==> src/hdl/syn_config.svh <==
`ifndef SYN_CONFIG_SVH
`define SYN_CONFIG_SVH

// Number of voices, two per part
`define SYN_CHANNELS 4

// clk_en pulses per output sample
`define SYN_SAMPLE_DIV 8

// clk_en pulses that busy stays high after a data write
`define SYN_BUSY_LEN 4

// Phase accumulator width
`define SYN_PHASE_W 20

// Sample ticks per timer B step
`define SYN_TMRB_PRE 16

`endif

==> src/hdl/syn_pkg.sv <==
package syn_pkg;

	// Settings of one channel
	typedef struct packed {
		logic [10:0] fnum;
		logic [2:0]  block;
		// Attenuation as a right shift
		logic [3:0]  tl;
		// Bit 1 left, bit 0 right
		logic [1:0]  rl;
		logic        keyon;
	} chan_cfg_t;

	// Timer settings and flag clear pulses
	typedef struct packed {
		logic [9:0] value_a;
		logic [7:0] value_b;
		logic       load_a;
		logic       load_b;
		logic       irq_en_a;
		logic       irq_en_b;
		// One-cycle pulses
		logic       clr_a;
		logic       clr_b;
	} timer_cfg_t;

	// Attenuated sawtooth of one voice
	typedef logic signed [10:0] voice_t;

endpackage

==> src/hdl/syn_mmr.sv <==
`timescale 1ns/10ps
`include "syn_config.svh"

module syn_mmr (
	input  logic                                  clk,
	input  logic                                  rst_n,
	input  logic                                  clk_en,
	input  logic [7:0]                            din,
	input  logic [1:0]                            addr,
	input  logic                                  write,
	output logic                                  busy,
	output syn_pkg::chan_cfg_t [`SYN_CHANNELS-1:0] chan_cfg,
	output syn_pkg::timer_cfg_t                   timer_cfg,
	output logic                                  zero
);
	localparam int BUSY_W = $clog2(`SYN_BUSY_LEN);
	localparam int DIV_W  = $clog2(`SYN_SAMPLE_DIV);

	logic [7:0]        sel_reg;
	logic              part;
	logic [BUSY_W-1:0] busy_cnt;
	logic [DIV_W-1:0]  div_cnt;
	logic              data_wr;
	logic [1:0]        reg_ch;
	logic [1:0]        key_ch;

	// Data writes are ignored while busy
	assign data_wr = write && addr[0] && !busy;

	// Channel is part times two plus the low register bit
	assign reg_ch = {part, sel_reg[0]};
	// Key register carries its own channel select, bit 2 is the part
	assign key_ch = {din[2], din[0]};

	// Last clk_en pulse of each sample period
	assign zero = clk_en && (div_cnt == DIV_W'(`SYN_SAMPLE_DIV - 1));

	always_ff @(posedge clk or negedge rst_n) begin
		if (!rst_n) begin
			div_cnt <= '0;
		end else if (zero) begin
			div_cnt <= '0;
		end else if (clk_en) begin
			div_cnt <= div_cnt + 1'b1;
		end
	end

	// Address writes are always accepted
	always_ff @(posedge clk or negedge rst_n) begin
		if (!rst_n) begin
			sel_reg <= '0;
			part    <= 1'b0;
		end else if (write && !addr[0]) begin
			sel_reg <= din;
			part    <= addr[1];
		end
	end

	always_ff @(posedge clk or negedge rst_n) begin
		if (!rst_n) begin
			busy     <= 1'b0;
			busy_cnt <= '0;
		end else if (data_wr) begin
			busy     <= 1'b1;
			busy_cnt <= '0;
		end else if (busy && clk_en) begin
			if (busy_cnt == BUSY_W'(`SYN_BUSY_LEN - 1))
				busy <= 1'b0;
			busy_cnt <= busy_cnt + 1'b1;
		end
	end

	always_ff @(posedge clk or negedge rst_n) begin
		if (!rst_n) begin
			timer_cfg <= '0;
			for (int i = 0; i < `SYN_CHANNELS; i++) begin
				chan_cfg[i]    <= '0;
				chan_cfg[i].rl <= 2'b11;
			end
		end else begin
			// Clear bits only last one cycle
			timer_cfg.clr_a <= 1'b0;
			timer_cfg.clr_b <= 1'b0;
			if (data_wr) begin
				case (sel_reg)
					8'h24: timer_cfg.value_a[9:2] <= din;
					8'h25: timer_cfg.value_a[1:0] <= din[1:0];
					8'h26: timer_cfg.value_b <= din;
					8'h27: begin
						if (!part) begin
							timer_cfg.load_a   <= din[0];
							timer_cfg.load_b   <= din[1];
							timer_cfg.irq_en_a <= din[2];
							timer_cfg.irq_en_b <= din[3];
							timer_cfg.clr_a    <= din[4];
							timer_cfg.clr_b    <= din[5];
						end
					end
					8'h28: chan_cfg[key_ch].keyon <= din[4];
					8'h40, 8'h41: chan_cfg[reg_ch].tl <= din[3:0];
					8'hA0, 8'hA1: chan_cfg[reg_ch].fnum[7:0] <= din;
					8'hA4, 8'hA5: begin
						chan_cfg[reg_ch].block      <= din[5:3];
						chan_cfg[reg_ch].fnum[10:8] <= din[2:0];
					end
					8'hB4, 8'hB5: chan_cfg[reg_ch].rl <= din[7:6];
					default: ;
				endcase
			end
		end
	end

endmodule

==> src/hdl/syn_timers.sv <==
`timescale 1ns/10ps
`include "syn_config.svh"

module syn_timers (
	input  logic                clk,
	input  logic                rst_n,
	input  logic                zero,
	input  syn_pkg::timer_cfg_t timer_cfg,
	output logic                flag_a,
	output logic                flag_b,
	output logic                irq_n
);
	localparam int PRE_W = $clog2(`SYN_TMRB_PRE);

	logic [9:0]       cnt_a;
	logic [7:0]       cnt_b;
	logic [PRE_W-1:0] pre_b;
	logic             step_b;

	// Timer B moves once per prescaler wrap
	assign step_b = zero && (pre_b == PRE_W'(`SYN_TMRB_PRE - 1));

	// Timer A
	always_ff @(posedge clk or negedge rst_n) begin
		if (!rst_n) begin
			cnt_a  <= '0;
			flag_a <= 1'b0;
		end else begin
			if (timer_cfg.clr_a)
				flag_a <= 1'b0;
			if (!timer_cfg.load_a) begin
				// Stopped counter tracks the start value
				cnt_a <= timer_cfg.value_a;
			end else if (zero) begin
				if (cnt_a == 10'd1023) begin
					cnt_a <= timer_cfg.value_a;
					if (timer_cfg.irq_en_a)
						flag_a <= 1'b1;
				end else begin
					cnt_a <= cnt_a + 1'b1;
				end
			end
		end
	end

	// Timer B and its prescaler
	always_ff @(posedge clk or negedge rst_n) begin
		if (!rst_n) begin
			cnt_b  <= '0;
			pre_b  <= '0;
			flag_b <= 1'b0;
		end else begin
			if (timer_cfg.clr_b)
				flag_b <= 1'b0;
			if (!timer_cfg.load_b) begin
				cnt_b <= timer_cfg.value_b;
				pre_b <= '0;
			end else if (zero) begin
				pre_b <= step_b ? '0 : pre_b + 1'b1;
				if (step_b) begin
					if (cnt_b == 8'd255) begin
						cnt_b <= timer_cfg.value_b;
						if (timer_cfg.irq_en_b)
							flag_b <= 1'b1;
					end else begin
						cnt_b <= cnt_b + 1'b1;
					end
				end
			end
		end
	end

	assign irq_n = ~(flag_a | flag_b);

endmodule

==> src/hdl/syn_voice.sv <==
`timescale 1ns/10ps
`include "syn_config.svh"

module syn_voice (
	input  logic               clk,
	input  logic               rst_n,
	input  logic               zero,
	input  syn_pkg::chan_cfg_t cfg,
	output syn_pkg::voice_t    sample
);
	localparam int PW = `SYN_PHASE_W;

	logic [PW-1:0]      phase;
	logic [PW-1:0]      phase_nxt;
	logic [PW-1:0]      inc;
	logic               key_prev;
	logic signed [10:0] saw;

	// Increment is fnum scaled by the octave
	assign inc = PW'(cfg.fnum) << cfg.block;

	always_comb begin
		if (cfg.keyon && !key_prev)
			phase_nxt = inc;
		else if (cfg.keyon)
			phase_nxt = phase + inc;
		else
			phase_nxt = phase;
	end

	// Top phase bits as a signed ramp, then attenuate
	assign saw = $signed(phase_nxt[PW-1 -: 11]) >>> cfg.tl;

	always_ff @(posedge clk or negedge rst_n) begin
		if (!rst_n) begin
			phase    <= '0;
			key_prev <= 1'b0;
			sample   <= '0;
		end else if (zero) begin
			phase    <= phase_nxt;
			key_prev <= cfg.keyon;
			// Silent when keyed off
			sample   <= cfg.keyon ? saw : '0;
		end
	end

endmodule

==> src/hdl/syn_mixer.sv <==
`timescale 1ns/10ps
`include "syn_config.svh"

module syn_mixer (
	input  logic                                clk,
	input  logic                                rst_n,
	input  logic                                zero,
	input  logic                                limiter_en,
	input  syn_pkg::voice_t [`SYN_CHANNELS-1:0] voices,
	input  logic [`SYN_CHANNELS-1:0][1:0]       pans,
	output logic signed [11:0]                  snd_left,
	output logic signed [11:0]                  snd_right,
	output logic                                snd_sample
);
	logic               zero_d;
	logic signed [12:0] sum_l;
	logic signed [12:0] sum_r;

	// Saturate to 12 bits, or keep the low bits when the limiter is off
	function automatic logic signed [11:0] fit(input logic signed [12:0] s, input logic lim);
		logic signed [11:0] r;
		if (!lim)
			r = s[11:0];
		else if (s > 13'sd2047)
			r = 12'sd2047;
		else if (s < -13'sd2048)
			r = -12'sd2048;
		else
			r = s[11:0];
		return r;
	endfunction

	always_comb begin
		sum_l = '0;
		sum_r = '0;
		for (int i = 0; i < `SYN_CHANNELS; i++) begin
			if (pans[i][1])
				sum_l = sum_l + 13'($signed(voices[i]));
			if (pans[i][0])
				sum_r = sum_r + 13'($signed(voices[i]));
		end
	end

	// Voices settle one cycle after zero, outputs follow one cycle later
	always_ff @(posedge clk or negedge rst_n) begin
		if (!rst_n) begin
			zero_d     <= 1'b0;
			snd_sample <= 1'b0;
			snd_left   <= '0;
			snd_right  <= '0;
		end else begin
			zero_d     <= zero;
			snd_sample <= zero_d;
			if (zero_d) begin
				snd_left  <= fit(sum_l, limiter_en);
				snd_right <= fit(sum_r, limiter_en);
			end
		end
	end

endmodule

==> src/hdl/syn_top.sv <==
`timescale 1ns/10ps
`include "syn_config.svh"

module syn_top (
	input  logic               clk,
	input  logic               rst_n,
	input  logic               clk_en,
	input  logic [7:0]         din,
	input  logic [1:0]         addr,
	input  logic               write,
	input  logic               limiter_en,
	output logic               busy,
	output logic               flag_a,
	output logic               flag_b,
	output logic               irq_n,
	output logic signed [11:0] snd_left,
	output logic signed [11:0] snd_right,
	output logic               snd_sample
);
	syn_pkg::chan_cfg_t [`SYN_CHANNELS-1:0] chan_cfg;
	syn_pkg::timer_cfg_t                   timer_cfg;
	syn_pkg::voice_t [`SYN_CHANNELS-1:0]    voices;
	logic [`SYN_CHANNELS-1:0][1:0]          pans;
	logic                                  zero;

	syn_mmr i_mmr (
		.clk       (clk),
		.rst_n     (rst_n),
		.clk_en    (clk_en),
		.din       (din),
		.addr      (addr),
		.write     (write),
		.busy      (busy),
		.chan_cfg  (chan_cfg),
		.timer_cfg (timer_cfg),
		.zero      (zero)
	);

	syn_timers i_timers (
		.clk       (clk),
		.rst_n     (rst_n),
		.zero      (zero),
		.timer_cfg (timer_cfg),
		.flag_a    (flag_a),
		.flag_b    (flag_b),
		.irq_n     (irq_n)
	);

	// One voice per channel
	for (genvar i = 0; i < `SYN_CHANNELS; i++) begin : g_voice
		syn_voice i_voice (
			.clk    (clk),
			.rst_n  (rst_n),
			.zero   (zero),
			.cfg    (chan_cfg[i]),
			.sample (voices[i])
		);
		assign pans[i] = chan_cfg[i].rl;
	end

	syn_mixer i_mixer (
		.clk        (clk),
		.rst_n      (rst_n),
		.zero       (zero),
		.limiter_en (limiter_en),
		.voices     (voices),
		.pans       (pans),
		.snd_left   (snd_left),
		.snd_right  (snd_right),
		.snd_sample (snd_sample)
	);

endmodule

==> config.mk <==
export PLATFORM = sky130hd
export DESIGN_NAME = syn_top
export DESIGN_NICKNAME = d
export VERILOG_FILES = /design/src/hdl/syn_pkg.sv /design/src/hdl/syn_mmr.sv /design/src/hdl/syn_timers.sv /design/src/hdl/syn_voice.sv /design/src/hdl/syn_mixer.sv /design/src/hdl/syn_top.sv
export VERILOG_INCLUDE_DIRS = /design/src /design/src/hdl
export SDC_FILE = /design/constraint.sdc
export NUM_CORES = 1
export LEC_CHECK = 0
export BUFFER_PORTS_ARGS = -buffer_cell sky130_fd_sc_hd__buf_2
export CORE_AREA = 8 8 245 247
export DETAILED_ROUTE_END_ITERATION = 8
export DIE_AREA = 0 0 253 255
export PLACE_DENSITY = 0.57
export SYNTH_ARGS = -nofsm -noshare
export SYNTH_HDL_FRONTEND = slang
export SYNTH_SLANG_ARGS = --single-unit
==> constraint.sdc <==
create_clock -name clk -period 17.7 [get_ports clk]
set_input_delay 1.77 -clock clk [delete_from_list [all_inputs] [get_ports clk]]
set_output_delay 1.77 -clock clk [all_outputs]
set_load 0.01 [all_outputs]
==> results.sh, run 1 <==
export IMPL_result_of_the_run="completed"
export IMPL_syn_cell_area_sq_mm=0.02438
export IMPL_number_of_flops_mapped_to_enable_cells_by_yosys=0
export IMPL_overflow=0
export IMPL_max_cap_violations=0
export IMPL_cts_htree_levels=2
export IMPL_gpl_final_weighted_congestion=0.9073
export IMPL_die_span_in_y_um=255
export IMPL_fp_dieArea_sq_mm=0.06452
export IMPL_postRouteAntennaNets=0
export IMPL_post_dp_cell_area_sq_mm=0.02507
export IMPL_clkLatencyLatePin_ps=570
export IMPL_layout_min_cycle_time_ps=7044
export IMPL_max_clock_path_buffers=3
export IMPL_maximum_single_stage_delay_on_the_critical_path_ps=730
export IMPL_pre_cts_ws_ps=10770
export IMPL_design_final_nets=3020
export IMPL_timing_hold_worst_path_depth=1
export IMPL_yosysTopAreaCell="dfrtp_1"
export IMPL_ctsHoldBuffers=0
export IMPL_setup_reg_to_reg_worst_slack_ps=10660
export IMPL_number_of_diodes_added_for_antenna_fixing=0
export IMPL_r2r_cells=28
export IMPL_die_width_um=253
export IMPL_post_synthesis_cell_count=2909
export IMPL_setup_tns_final_ps=0
export IMPL_postLayoutSetupSlackWorst_ps=10660
export IMPL_crit_path_frequent_cell="o21ai_0"
export IMPL_wl_per_cell_um=18.46
export IMPL_initial_util_pct=43.57
export IMPL_hp_start="i_mmr.timer_cfg[0]"
export IMPL_synthMuxAreaShare_pct=12.71
export IMPL_syn2layout_area_growth_pct=8.407
export IMPL_remaining_drc_errors=0
export IMPL_drv_slew=0
export IMPL_fin_skew_ps=20.30
export IMPL_sequential_fraction_of_the_synthesis_area_pct=30.94
export IMPL_cts_made_buffers=38
export IMPL_drt_wl_total_mm=67.19
export IMPL_placeableCoreArea_sq_mm=0.05595
export IMPL_synth_top_family_by_area="compound AO/OA/AOI/OAI gates"
export IMPL_timing_fmax_mhz=142.0
export IMPL_critical_path_startpoint_category="flop"
export IMPL_yosys_warnings=0
export IMPL_number_of_gates_given_a_new_drive_strength_after_cts=0
export IMPL_io_pins=44
export IMPL_timing_final_setup_violations=0
export IMPL_grt_pass1_wl_mm=109.7
export IMPL_global_route_usage_total_pct=20.60
export IMPL_synth_compound_area_share_pct=22.59
export IMPL_route_detailed_vias_per_inst=5.849
export IMPL_post_synthesis_net_count=3076
export IMPL_grt_pass1_vias=20380
export IMPL_timing_critical_path_buf_inv=1
export IMPL_worst_slew_pin_slew_ps=1286
export IMPL_synth_simple_gate_area_share_pct=18.23
export IMPL_yosys_area_share_xor_xnor_pct=3.326
export IMPL_power_per_cell_area_mw_per_mm2=76.06
export IMPL_async_reset_ff_share_pct=100.0
export IMPL_grt_max_degree=98
export IMPL_timing_critical_path_depth=28
export IMPL_initial_antenna_violation_count=0
export IMPL_grt_setup_unrepaired="no"
export IMPL_worstPathRequired_ps=18170
export IMPL_io_buffer_count=43
export IMPL_detailroute_via_count=21290
export IMPL_dp_final_hpwl_mm=48.40
export IMPL_hold_path_class="flop to flop"
export IMPL_numPlacedInstances=3569
export IMPL_drive_above_1_share_pct=11.06
export IMPL_min_delay_worst_endpoint="i_timers.flag_b"
export IMPL_layout_filler_cells=5467
export IMPL_synth_fa_ha_area_share_pct=8.110
export IMPL_design_area_sq_mm=0.02643
export IMPL_clock_sinks=301
export IMPL_synth_top_flop_cell="dfrtp_1"
export IMPL_totalPowerFinal_mw=2.010
export IMPL_worst_ep_arrival_time_ps=7520
export IMPL_r2r_end="i_mixer.snd_left[4]"
export IMPL_worst_setup_hold_path_clk_slew_ps=60
export IMPL_postSynthAreaPerCell_sq_um=8.380
export IMPL_slew_limit_headroom_pct=13.94
export IMPL_row_count=87
export IMPL_yosys_area_top_type_share_pct=30.08
export IMPL_tritoncts_clock_tree="built"
export IMPL_finalHoldViolations=0
export IMPL_vdd_ir_drop_worst_mv=0.06714
export IMPL_worst_path_max_fanout=20
export IMPL_min_period_over_period_pct=39.80
export IMPL_post_cts_setup_buffer_count=0
export IMPL_drt_first_iter_violations=1504
export IMPL_timing_critical_path_to_type="flop"
export IMPL_synth_top_cells_by_area="dfrtp_1 (30%), ha_1 (7.3%), mux2_2 (6.7%)"
export IMPL_ys_types=105
export IMPL_cts_root_buf="clkbuf_16"
export IMPL_library_cell_contributing_the_largest_single_delay_on_the_critical_path="dfstp_2"
export IMPL_leakage_nw=12.05
export IMPL_drt_pre_antenna_iters=5
export IMPL_number_of_standard_cells_in_the_layout_taps_in_and_fillers_out=3639
export IMPL_critical_path_top_delay_family="compound AO/OA/AOI/OAI gates"
export IMPL_critical_path_class="flop to flop"
export IMPL_postSynthRegisterBits=301
## per-layer routing
| layer | global-route usage [%] | share of wire, % | vias up |
|---|---|---|---|
| li1 | - | - | 10480 |
| met1 | 28.59 | 48 | 10320 |
| met2 | 34.16 | 47 | 402 |
| met3 | 2.305 | 3.7 | 85 |
| met4 | 5.079 | 2.0 | 0 |
| met5 | 0 | 0 | - |
## cells in the final DEF (no fill, tap or decap), types with 53 or more instances in the layout
master / count
nor2_1: 211
ha_1: 142
xnor2_1: 59
nand2_1: 411
o21ai_0: 222
mux2_2: 146
mux2i_1: 125
nand3_1: 75
a21oi_1: 192
inv_1: 104
dfrtp_1: 293
nor3_1: 53
## worst max path at each step
stage / end / slack, ps / from
2_1_floorplan: i_mixer.snd_left[2] / 11120 / flop
3_3_place_gp: i_mixer.snd_left[10] / 10960 / flop
3_5_place_dp: i_mixer.snd_left[4] / 10770 / flop
4_1_cts: i_mixer.snd_left[4] / 10730 / flop
5_1_grt: i_mixer.snd_left[6] / 10070 / flop
6_report: i_mixer.snd_left[4] / 10660 / flop
## report_power, final
group	internal, mW	switching (mW)	total (mW)
clock	0.509	0.337	0.846
combinational	0.132	0.209	0.341
sequential	0.746	0.0770	0.823
total	1.39	0.623	2.01
## cell usage after synthesis (all sizes together) (8+ instances only)
cell,count
mux2i,125
xor2,31
dfstp,8
a22oi,8
a21oi,193
o211ai,27
and2,38
a2111oi,8
a31oi,28
nand3,75
and3,20
nor3,54
a211o,11
o221ai,18
o31ai,14
or3,22
dfrtp,293
a221oi,15
or2,12
nor2b,27
nand2,412
inv,108
o21bai,18
nand3b,15
o21a,25
o21ai,256
fa,10
ha,142
a21o,44
nand4,15
a21boi,21
nor4,10
o22ai,24
mux2,152
nor3b,9
nand2b,40
clkbuf,132
a211oi,29
a22o,15
buf,19
nor2,211
xnor2,59
## kinds of logic (layout without fill, tap and decap cells)
kind of cell	after synthesis	after routing
and+or+nand+nor	973	973
xor gates and xnor gates	91	91
DFF	301	301
AOI/OAI and AO/OA	844	844
muxes	283	283
buffers and inverters	265	239
adders and majority gates	152	152
## final cells by class
type                       count  area (sq um)  area share, %
multi-input combinational   2343         15840          59.95
clock inverter                21         320.3          1.212
clock buffer                  49          1032          3.906
sequential                   301          7542          28.54
tap                          756         945.9          3.579
inverter                     114         427.9          1.619
timing repair buffer          55         315.3          1.193
## per-stage QoR
step	utilization [%]	hold WS, ps
floorplan	-	351.9
global placement	44.81	448.4
detailed placement	44.81	440.3
CTS	47.23	452.4
global route	47.23	485.0
finish	47.23	451.8
Note: power is estimated with default switching activity, not from simulation.
==> run 2: changes to the inputs <==
--- a/config.mk
+++ b/config.mk
@@ -10,7 +10,7 @@
 export CORE_AREA = 8 8 245 247
 export DETAILED_ROUTE_END_ITERATION = 8
 export DIE_AREA = 0 0 253 255
-export PLACE_DENSITY = 0.57
+export PLACE_DENSITY = 0.59
 export SYNTH_ARGS = -nofsm -noshare
 export SYNTH_HDL_FRONTEND = slang
 export SYNTH_SLANG_ARGS = --single-unit
==> constraint.sdc (replaced) <==
create_clock -name clk -period 6.2 [get_ports clk]
set_input_delay 0.62 -clock clk [delete_from_list [all_inputs] [get_ports clk]]
set_output_delay 0.62 -clock clk [all_outputs]
set_load 0.01 [all_outputs]
==> results.sh, run 2 (synthesized netlist as in run 1, its figures left out) <==
export IMPL_result_of_the_run="completed"
export IMPL_grt_pass1_wl_mm=108.3
export IMPL_global_route_usage_total_pct=20.25
export IMPL_grt_pass1_vias=20450
export IMPL_r2r_cells=31
export IMPL_clkLatencyLatePin_ps=580
export IMPL_remaining_drc_errors=0
export IMPL_worstPathRequired_ps=6670
export IMPL_leakage_nw=12.16
export IMPL_finalHoldViolations=0
export IMPL_setup_tns_final_ps=0
export IMPL_die_span_in_y_um=255
export IMPL_slew_limit_headroom_pct=19.22
export IMPL_net_switching_power_mw=1.748
export IMPL_number_of_diodes_added_for_antenna_fixing=0
export IMPL_gpl_final_weighted_congestion=0.9241
export IMPL_mostFrequentLayoutCell="nand2_1"
export IMPL_grt_max_degree=100
export IMPL_clock_sinks=301
export IMPL_initial_util_pct=43.57
export IMPL_layout_cells_most_common_list="nand2_1 (410), dfrtp_1 (293), o21ai_0 (216)"
export IMPL_worst_setup_hold_path_clk_slew_ps=60
export IMPL_drv_slew=0
export IMPL_power_internal_mw=3.974
export IMPL_dp_final_hpwl_mm=48.15
export IMPL_drive_above_1_share_pct=12.77
export IMPL_cts_made_buffers=37
export IMPL_drt_first_iter_violations=1438
export IMPL_syn2layout_area_growth_pct=9.875
export IMPL_p_comb_share_pct=16.8
export IMPL_fin_skew_ps=27.26
export IMPL_initial_antenna_violation_count=1
export IMPL_tritoncts_clock_tree="built"
export IMPL_placeableCoreArea_sq_mm=0.05595
export IMPL_clock_group_share_of_total_power_pct=41.7
export IMPL_maximum_single_stage_delay_on_the_critical_path_ps=530
export IMPL_io_pins=44
export IMPL_totalPowerFinal_mw=5.722
export IMPL_fp_dieArea_sq_mm=0.06452
export IMPL_io_buffer_count=43
export IMPL_design_area_sq_mm=0.02678
export IMPL_worst_path_max_fanout=11
export IMPL_detailroute_via_count=21370
export IMPL_cts_root_buf="clkbuf_16"
export IMPL_crit_path_frequent_cell="buf_4"
export IMPL_postRouteAntennaNets=0
export IMPL_max_clock_path_buffers=3
export IMPL_seq_power_share_pct=41.5
export IMPL_worst_ep_arrival_time_ps=6390
export IMPL_power_per_cell_area_mw_per_mm2=213.6
export IMPL_switching_share_pct=30.55
export IMPL_critical_path_class="flop to flop"
export IMPL_design_final_nets=3035
export IMPL_drt_pre_antenna_iters=8
export IMPL_timing_final_setup_violations=0
export IMPL_timing_fmax_mhz=168.9
export IMPL_die_width_um=253
export IMPL_row_count=87
export IMPL_min_period_over_period_pct=95.47
export IMPL_hold_path_class="primary input to async pin"
export IMPL_drt_wl_total_mm=66.89
export IMPL_max_cap_violations=0
export IMPL_vdd_ir_drop_worst_mv=0.1699
export IMPL_library_cell_contributing_the_largest_single_delay_on_the_critical_path="dfstp_2"
export IMPL_route_detailed_vias_per_inst=5.849
export IMPL_timing_critical_path_to_type="flop"
export IMPL_overflow=0
export IMPL_layout_min_cycle_time_ps=5919
export IMPL_utilization_pct=47.87
export IMPL_worst_slew_pin_slew_ps=1207
export IMPL_post_dp_cell_area_sq_mm=0.02513
export IMPL_critical_path_startpoint_category="flop"
export IMPL_wl_per_cell_um=18.31
export IMPL_cts_htree_levels=2
export IMPL_ctsHoldBuffers=0
export IMPL_layout_filler_cells=5401
run 2: area by class of cell:
type                       count  area (sq um)  area share, %
multi-input combinational   2344         16070          59.98
sequential                   301          7542          28.16
clock buffer                  52          1052          3.929
tap                          756         945.9          3.532
timing repair buffer          70         435.4          1.626
inverter                     114         427.9          1.598
clock inverter                16         315.3          1.177
run 2: layer usage:
layer	routed length [um]	GRT usage (%)	vias to the layer above	share of wire, %
met5	0	0	-	0
met4	1175	4.635	0	1.8
met3	2513	2.518	88	3.8
met2	31430	33.84	413	47
met1	31780	27.87	10360	48
li1	-	-	10500	-
run 2: critical path, delay by kind of cell (launching register included):
family	cells	cell delay (ps)
AOI/OAI and AO/OA	10	1460
xor gates and xnor gates	2	330
adders and majority gates	4	1220
buffers and inverters	5	470
DFF	1	530
muxes	2	500
and+or+nand+nor	8	1300
run 2: power by group through the flow:
| stage | Clock [mW] | Sequential (mW) | Combinational, mW |
|---|---|---|---|
| after CTS | 2.45 | 2.37 | 0.957 |
| after global placement | 0 | 2.39 | 0.929 |
| after global routing | 2.53 | 2.40 | 1.09 |
| after detailed placement | 0 | 2.40 | 0.953 |
| after floorplan | 0 | 2.28 | 0.724 |
| final | 2.38 | 2.38 | 0.963 |
run 2: final timing paths:
| path | to | slack, ps |
|---|---|---|
| setup / recovery | i_mixer.snd_left[10] | 280 |
| hold / removal | i_timers.cnt_a[7] | 50 |
| setup reg to reg | i_mixer.snd_left[10] | 280 |
| hold reg to reg | i_timers.flag_b | 430 |
| max in group asynchronous | g_voice[1].i_voice.sample[0] | 4680 |
| min in group clk | i_mmr.part | 340 |
run 2: timing repair:
item	in CTS	in global routing
setup buffers	5	3
endpoints found under the setup margin	11	24
pin swaps	2	21
gates resized for setup	5	41
gates cloned	0	1
run 2: per-stage QoR:
stage / setup slack, ps / std cells / hold slack (ps)
2_1_floorplan: 14.39 / 2909 / 324.4
3_3_place_gp: 44.98 / 3576 / 433.0
3_5_place_dp: -120.7 / 3576 / 411.3
4_1_cts: 15.78 / 3649 / 79.80
5_1_grt: -48.95 / 3653 / 110.7
6_report: 280.8 / 3653 / 47.43
==> run 3: changes to the inputs <==
--- a/config.mk
+++ b/config.mk
@@ -8,9 +8,11 @@
 export LEC_CHECK = 0
 export BUFFER_PORTS_ARGS = -buffer_cell sky130_fd_sc_hd__buf_2
 export CORE_AREA = 8 8 245 247
+export CTS_BUF_LIST = sky130_fd_sc_hd__clkbuf_2 sky130_fd_sc_hd__clkbuf_4 sky130_fd_sc_hd__clkbuf_8
 export DETAILED_ROUTE_END_ITERATION = 8
 export DIE_AREA = 0 0 253 255
 export PLACE_DENSITY = 0.59
+export REMOVE_ABC_BUFFERS = 1
 export SYNTH_ARGS = -nofsm -noshare
 export SYNTH_HDL_FRONTEND = slang
 export SYNTH_SLANG_ARGS = --single-unit
==> results.sh, run 3 (synthesized netlist as in run 1, its figures left out) <==
export IMPL_result_of_the_run="completed"
export IMPL_min_period_over_period_pct=94.33
export IMPL_dp_final_hpwl_mm=48.31
export IMPL_vdd_ir_drop_worst_mv=0.1512
export IMPL_drt_first_iter_violations=1634
export IMPL_route_detailed_vias_per_inst=5.836
export IMPL_initial_util_pct=43.57
export IMPL_highest_routed_layer="met4"
export IMPL_cts_htree_levels=2
export IMPL_setup_reg_to_reg_worst_slack_ps=350
export IMPL_io_pins=44
export IMPL_overflow=0
export IMPL_die_span_in_y_um=255
export IMPL_layout_cells_most_common_list="nand2_1 (410), dfrtp_1 (293), o21ai_0 (215)"
export IMPL_numPlacedInstances=3594
export IMPL_net_switching_power_mw=1.754
export IMPL_grt_pass1_wl_mm=110.1
export IMPL_post_dp_cell_area_sq_mm=0.02527
export IMPL_totalPowerFinal_mw=5.528
export IMPL_pre_cts_ws_ps=-317.4
export IMPL_r2r_end="i_mixer.snd_left[2]"
export IMPL_finalHoldViolations=0
export IMPL_switching_share_pct=31.73
export IMPL_timing_critical_path_to_type="flop"
export IMPL_global_route_usage_total_pct=20.57
export IMPL_hold_path_class="primary input to flop"
export IMPL_design_final_nets=3065
export IMPL_met3RoutedLength_mm=2.946
export IMPL_postLayoutSetupSlackWorst_ps=351.4
export IMPL_setup_tns_final_ps=0
export IMPL_route_met2_wl_mm=31.25
export IMPL_clock_sinks=301
export IMPL_syn2layout_area_growth_pct=9.829
export IMPL_row_count=87
export IMPL_area_of_the_multi_input_gates_sq_mm=0.01602
export IMPL_worstPathRequired_ps=6760
export IMPL_slew_limit_headroom_pct=16.53
export IMPL_power_internal_mw=3.774
export IMPL_timing_final_setup_violations=0
export IMPL_worst_ep_arrival_time_ps=6410
export IMPL_postRouteAntennaNets=0
export IMPL_utilization_pct=47.85
export IMPL_number_of_standard_cells_in_the_layout_taps_in_and_fillers_out=3700
export IMPL_wl_met1_mm=31.54
export IMPL_layout_filler_cells=5416
export IMPL_tritoncts_clock_tree="built"
export IMPL_worst_slew_pin_slew_ps=1243
export IMPL_critical_path_class="flop to flop"
export IMPL_drive_above_1_share_pct=14.27
export IMPL_clock_group_share_of_total_power_pct=39.4
export IMPL_number_of_diodes_added_for_antenna_fixing=0
export IMPL_leakage_nw=12.26
export IMPL_cts_made_buffers=55
export IMPL_remaining_drc_errors=0
export IMPL_worst_setup_hold_path_clk_slew_ps=60
export IMPL_critical_path_endpoint="i_mixer.snd_left[2]"
export IMPL_drt_pre_antenna_iters=7
export IMPL_wl_per_cell_um=18.18
export IMPL_library_cell_contributing_the_largest_single_delay_on_the_critical_path="dfstp_2"
export IMPL_critical_path_startpoint_category="flop"
export IMPL_drt_wl_total_mm=67.28
export IMPL_seq_power_share_pct=42.4
export IMPL_p_comb_share_pct=18.2
export IMPL_gpl_final_weighted_congestion=0.8809
export IMPL_grt_pass1_vias=20720
export IMPL_layout_min_cycle_time_ps=5849
export IMPL_design_area_sq_mm=0.02677
export IMPL_placeableCoreArea_sq_mm=0.05595
export IMPL_r2r_cells=28
export IMPL_max_clock_path_buffers=3
export IMPL_fin_hold_ws_ps=236.5
export IMPL_worst_path_max_fanout=19
export IMPL_detailroute_via_count=21590
export IMPL_die_width_um=253
export IMPL_cts_root_buf="clkbuf_8"
export IMPL_initial_antenna_violation_count=0
export IMPL_max_cap_violations=0
export IMPL_power_per_cell_area_mw_per_mm2=206.5
export IMPL_timing_fmax_mhz=171.0
export IMPL_drv_slew=0
export IMPL_grt_max_degree=139
export IMPL_area_sequential_sq_mm=0.007542
export IMPL_fp_dieArea_sq_mm=0.06452
export IMPL_clkLatencyLatePin_ps=670
export IMPL_mostFrequentLayoutCell="nand2_1"
export IMPL_io_buffer_count=43
export IMPL_maximum_single_stage_delay_on_the_critical_path_ps=520
export IMPL_fin_skew_ps=35.18
==> run 3: cell types whose count changed in the layout (fill, tap and decap cells not counted), moves of 3 or more <==
| cell | change |
|---|---|
| bufinv_16 | -4 |
| buf_4 | +12 |
| clkinv_16 | -3 |
| o21ai_1 | +3 |
| clkinv_2 | +5 |
| a21oi_2 | +3 |
| clkbuf_8 | +68 |
| clkbuf_1 | -8 |
| o221ai_2 | -3 |
| clkbuf_4 | +14 |
| clkbuf_16 | -37 |
| o221ai_1 | +3 |
==> run 3: power groups by stage <==
stage / combinational [mW] / sequential (mW) / clock (mW)
6_report: 1.01 / 2.34 / 2.18
5_1_grt: 1.14 / 2.37 / 2.33
4_1_cts: 1.00 / 2.34 / 2.24
3_5_place_dp: 0.999 / 2.37 / 0
3_3_place_gp: 0.973 / 2.37 / 0
2_1_floorplan: 0.611 / 2.35 / 0
==> run 3: worst min path at each step <==
stage,start,to,depth (start not counted)
CTS,addr[1],i_mmr.part,2
global route,addr[1],i_mmr.part,2
finish,addr[1],i_mmr.part,2
detailed placement,i_mmr.timer_cfg[0],i_timers.flag_b,1
floorplan,rst_n,async pin,0
global placement,i_mmr.timer_cfg[0],i_timers.flag_b,1
==> run 3: metal layers <==
metal / vias to the layer above / GRT usage, %
li1: 10570 / -
met1: 10440 / 27.96
met5: - / 0
met4: 0 / 5.556
met3: 91 / 2.629
met2: 494 / 34.31
==> run 3: final cells by class <==
cell class | instances | share of cell area [%]
multi-input cells | 2343 | 59.84
flip-flops and latches | 301 | 28.17
clock buffers | 89 | 4.248
well taps | 756 | 3.533
repair buffers | 83 | 2.033
inverters | 114 | 1.598
clock inverters | 14 | 0.5748
==> run 3: critical path: cells and delay by family (launching register included) <==
family / cells / cell delay [ps]
adder cells (fa/ha/maj): 3 / 910
multiplexers: 1 / 180
XOR/XNOR: 2 / 450
buffers and inverters: 3 / 500
flip-flops: 1 / 520
AO/OA/AOI/OAI: 13 / 2000
AND/OR/NAND/NOR: 6 / 1210
==> run 3: timing repair <==
action	in CTS	in global routing
hold buffers	1	0
resized for setup	8	36
hold endpoints to repair	10	0
setup buffers	1	1
pin swaps	1	14
endpoints found under the setup margin	12	24
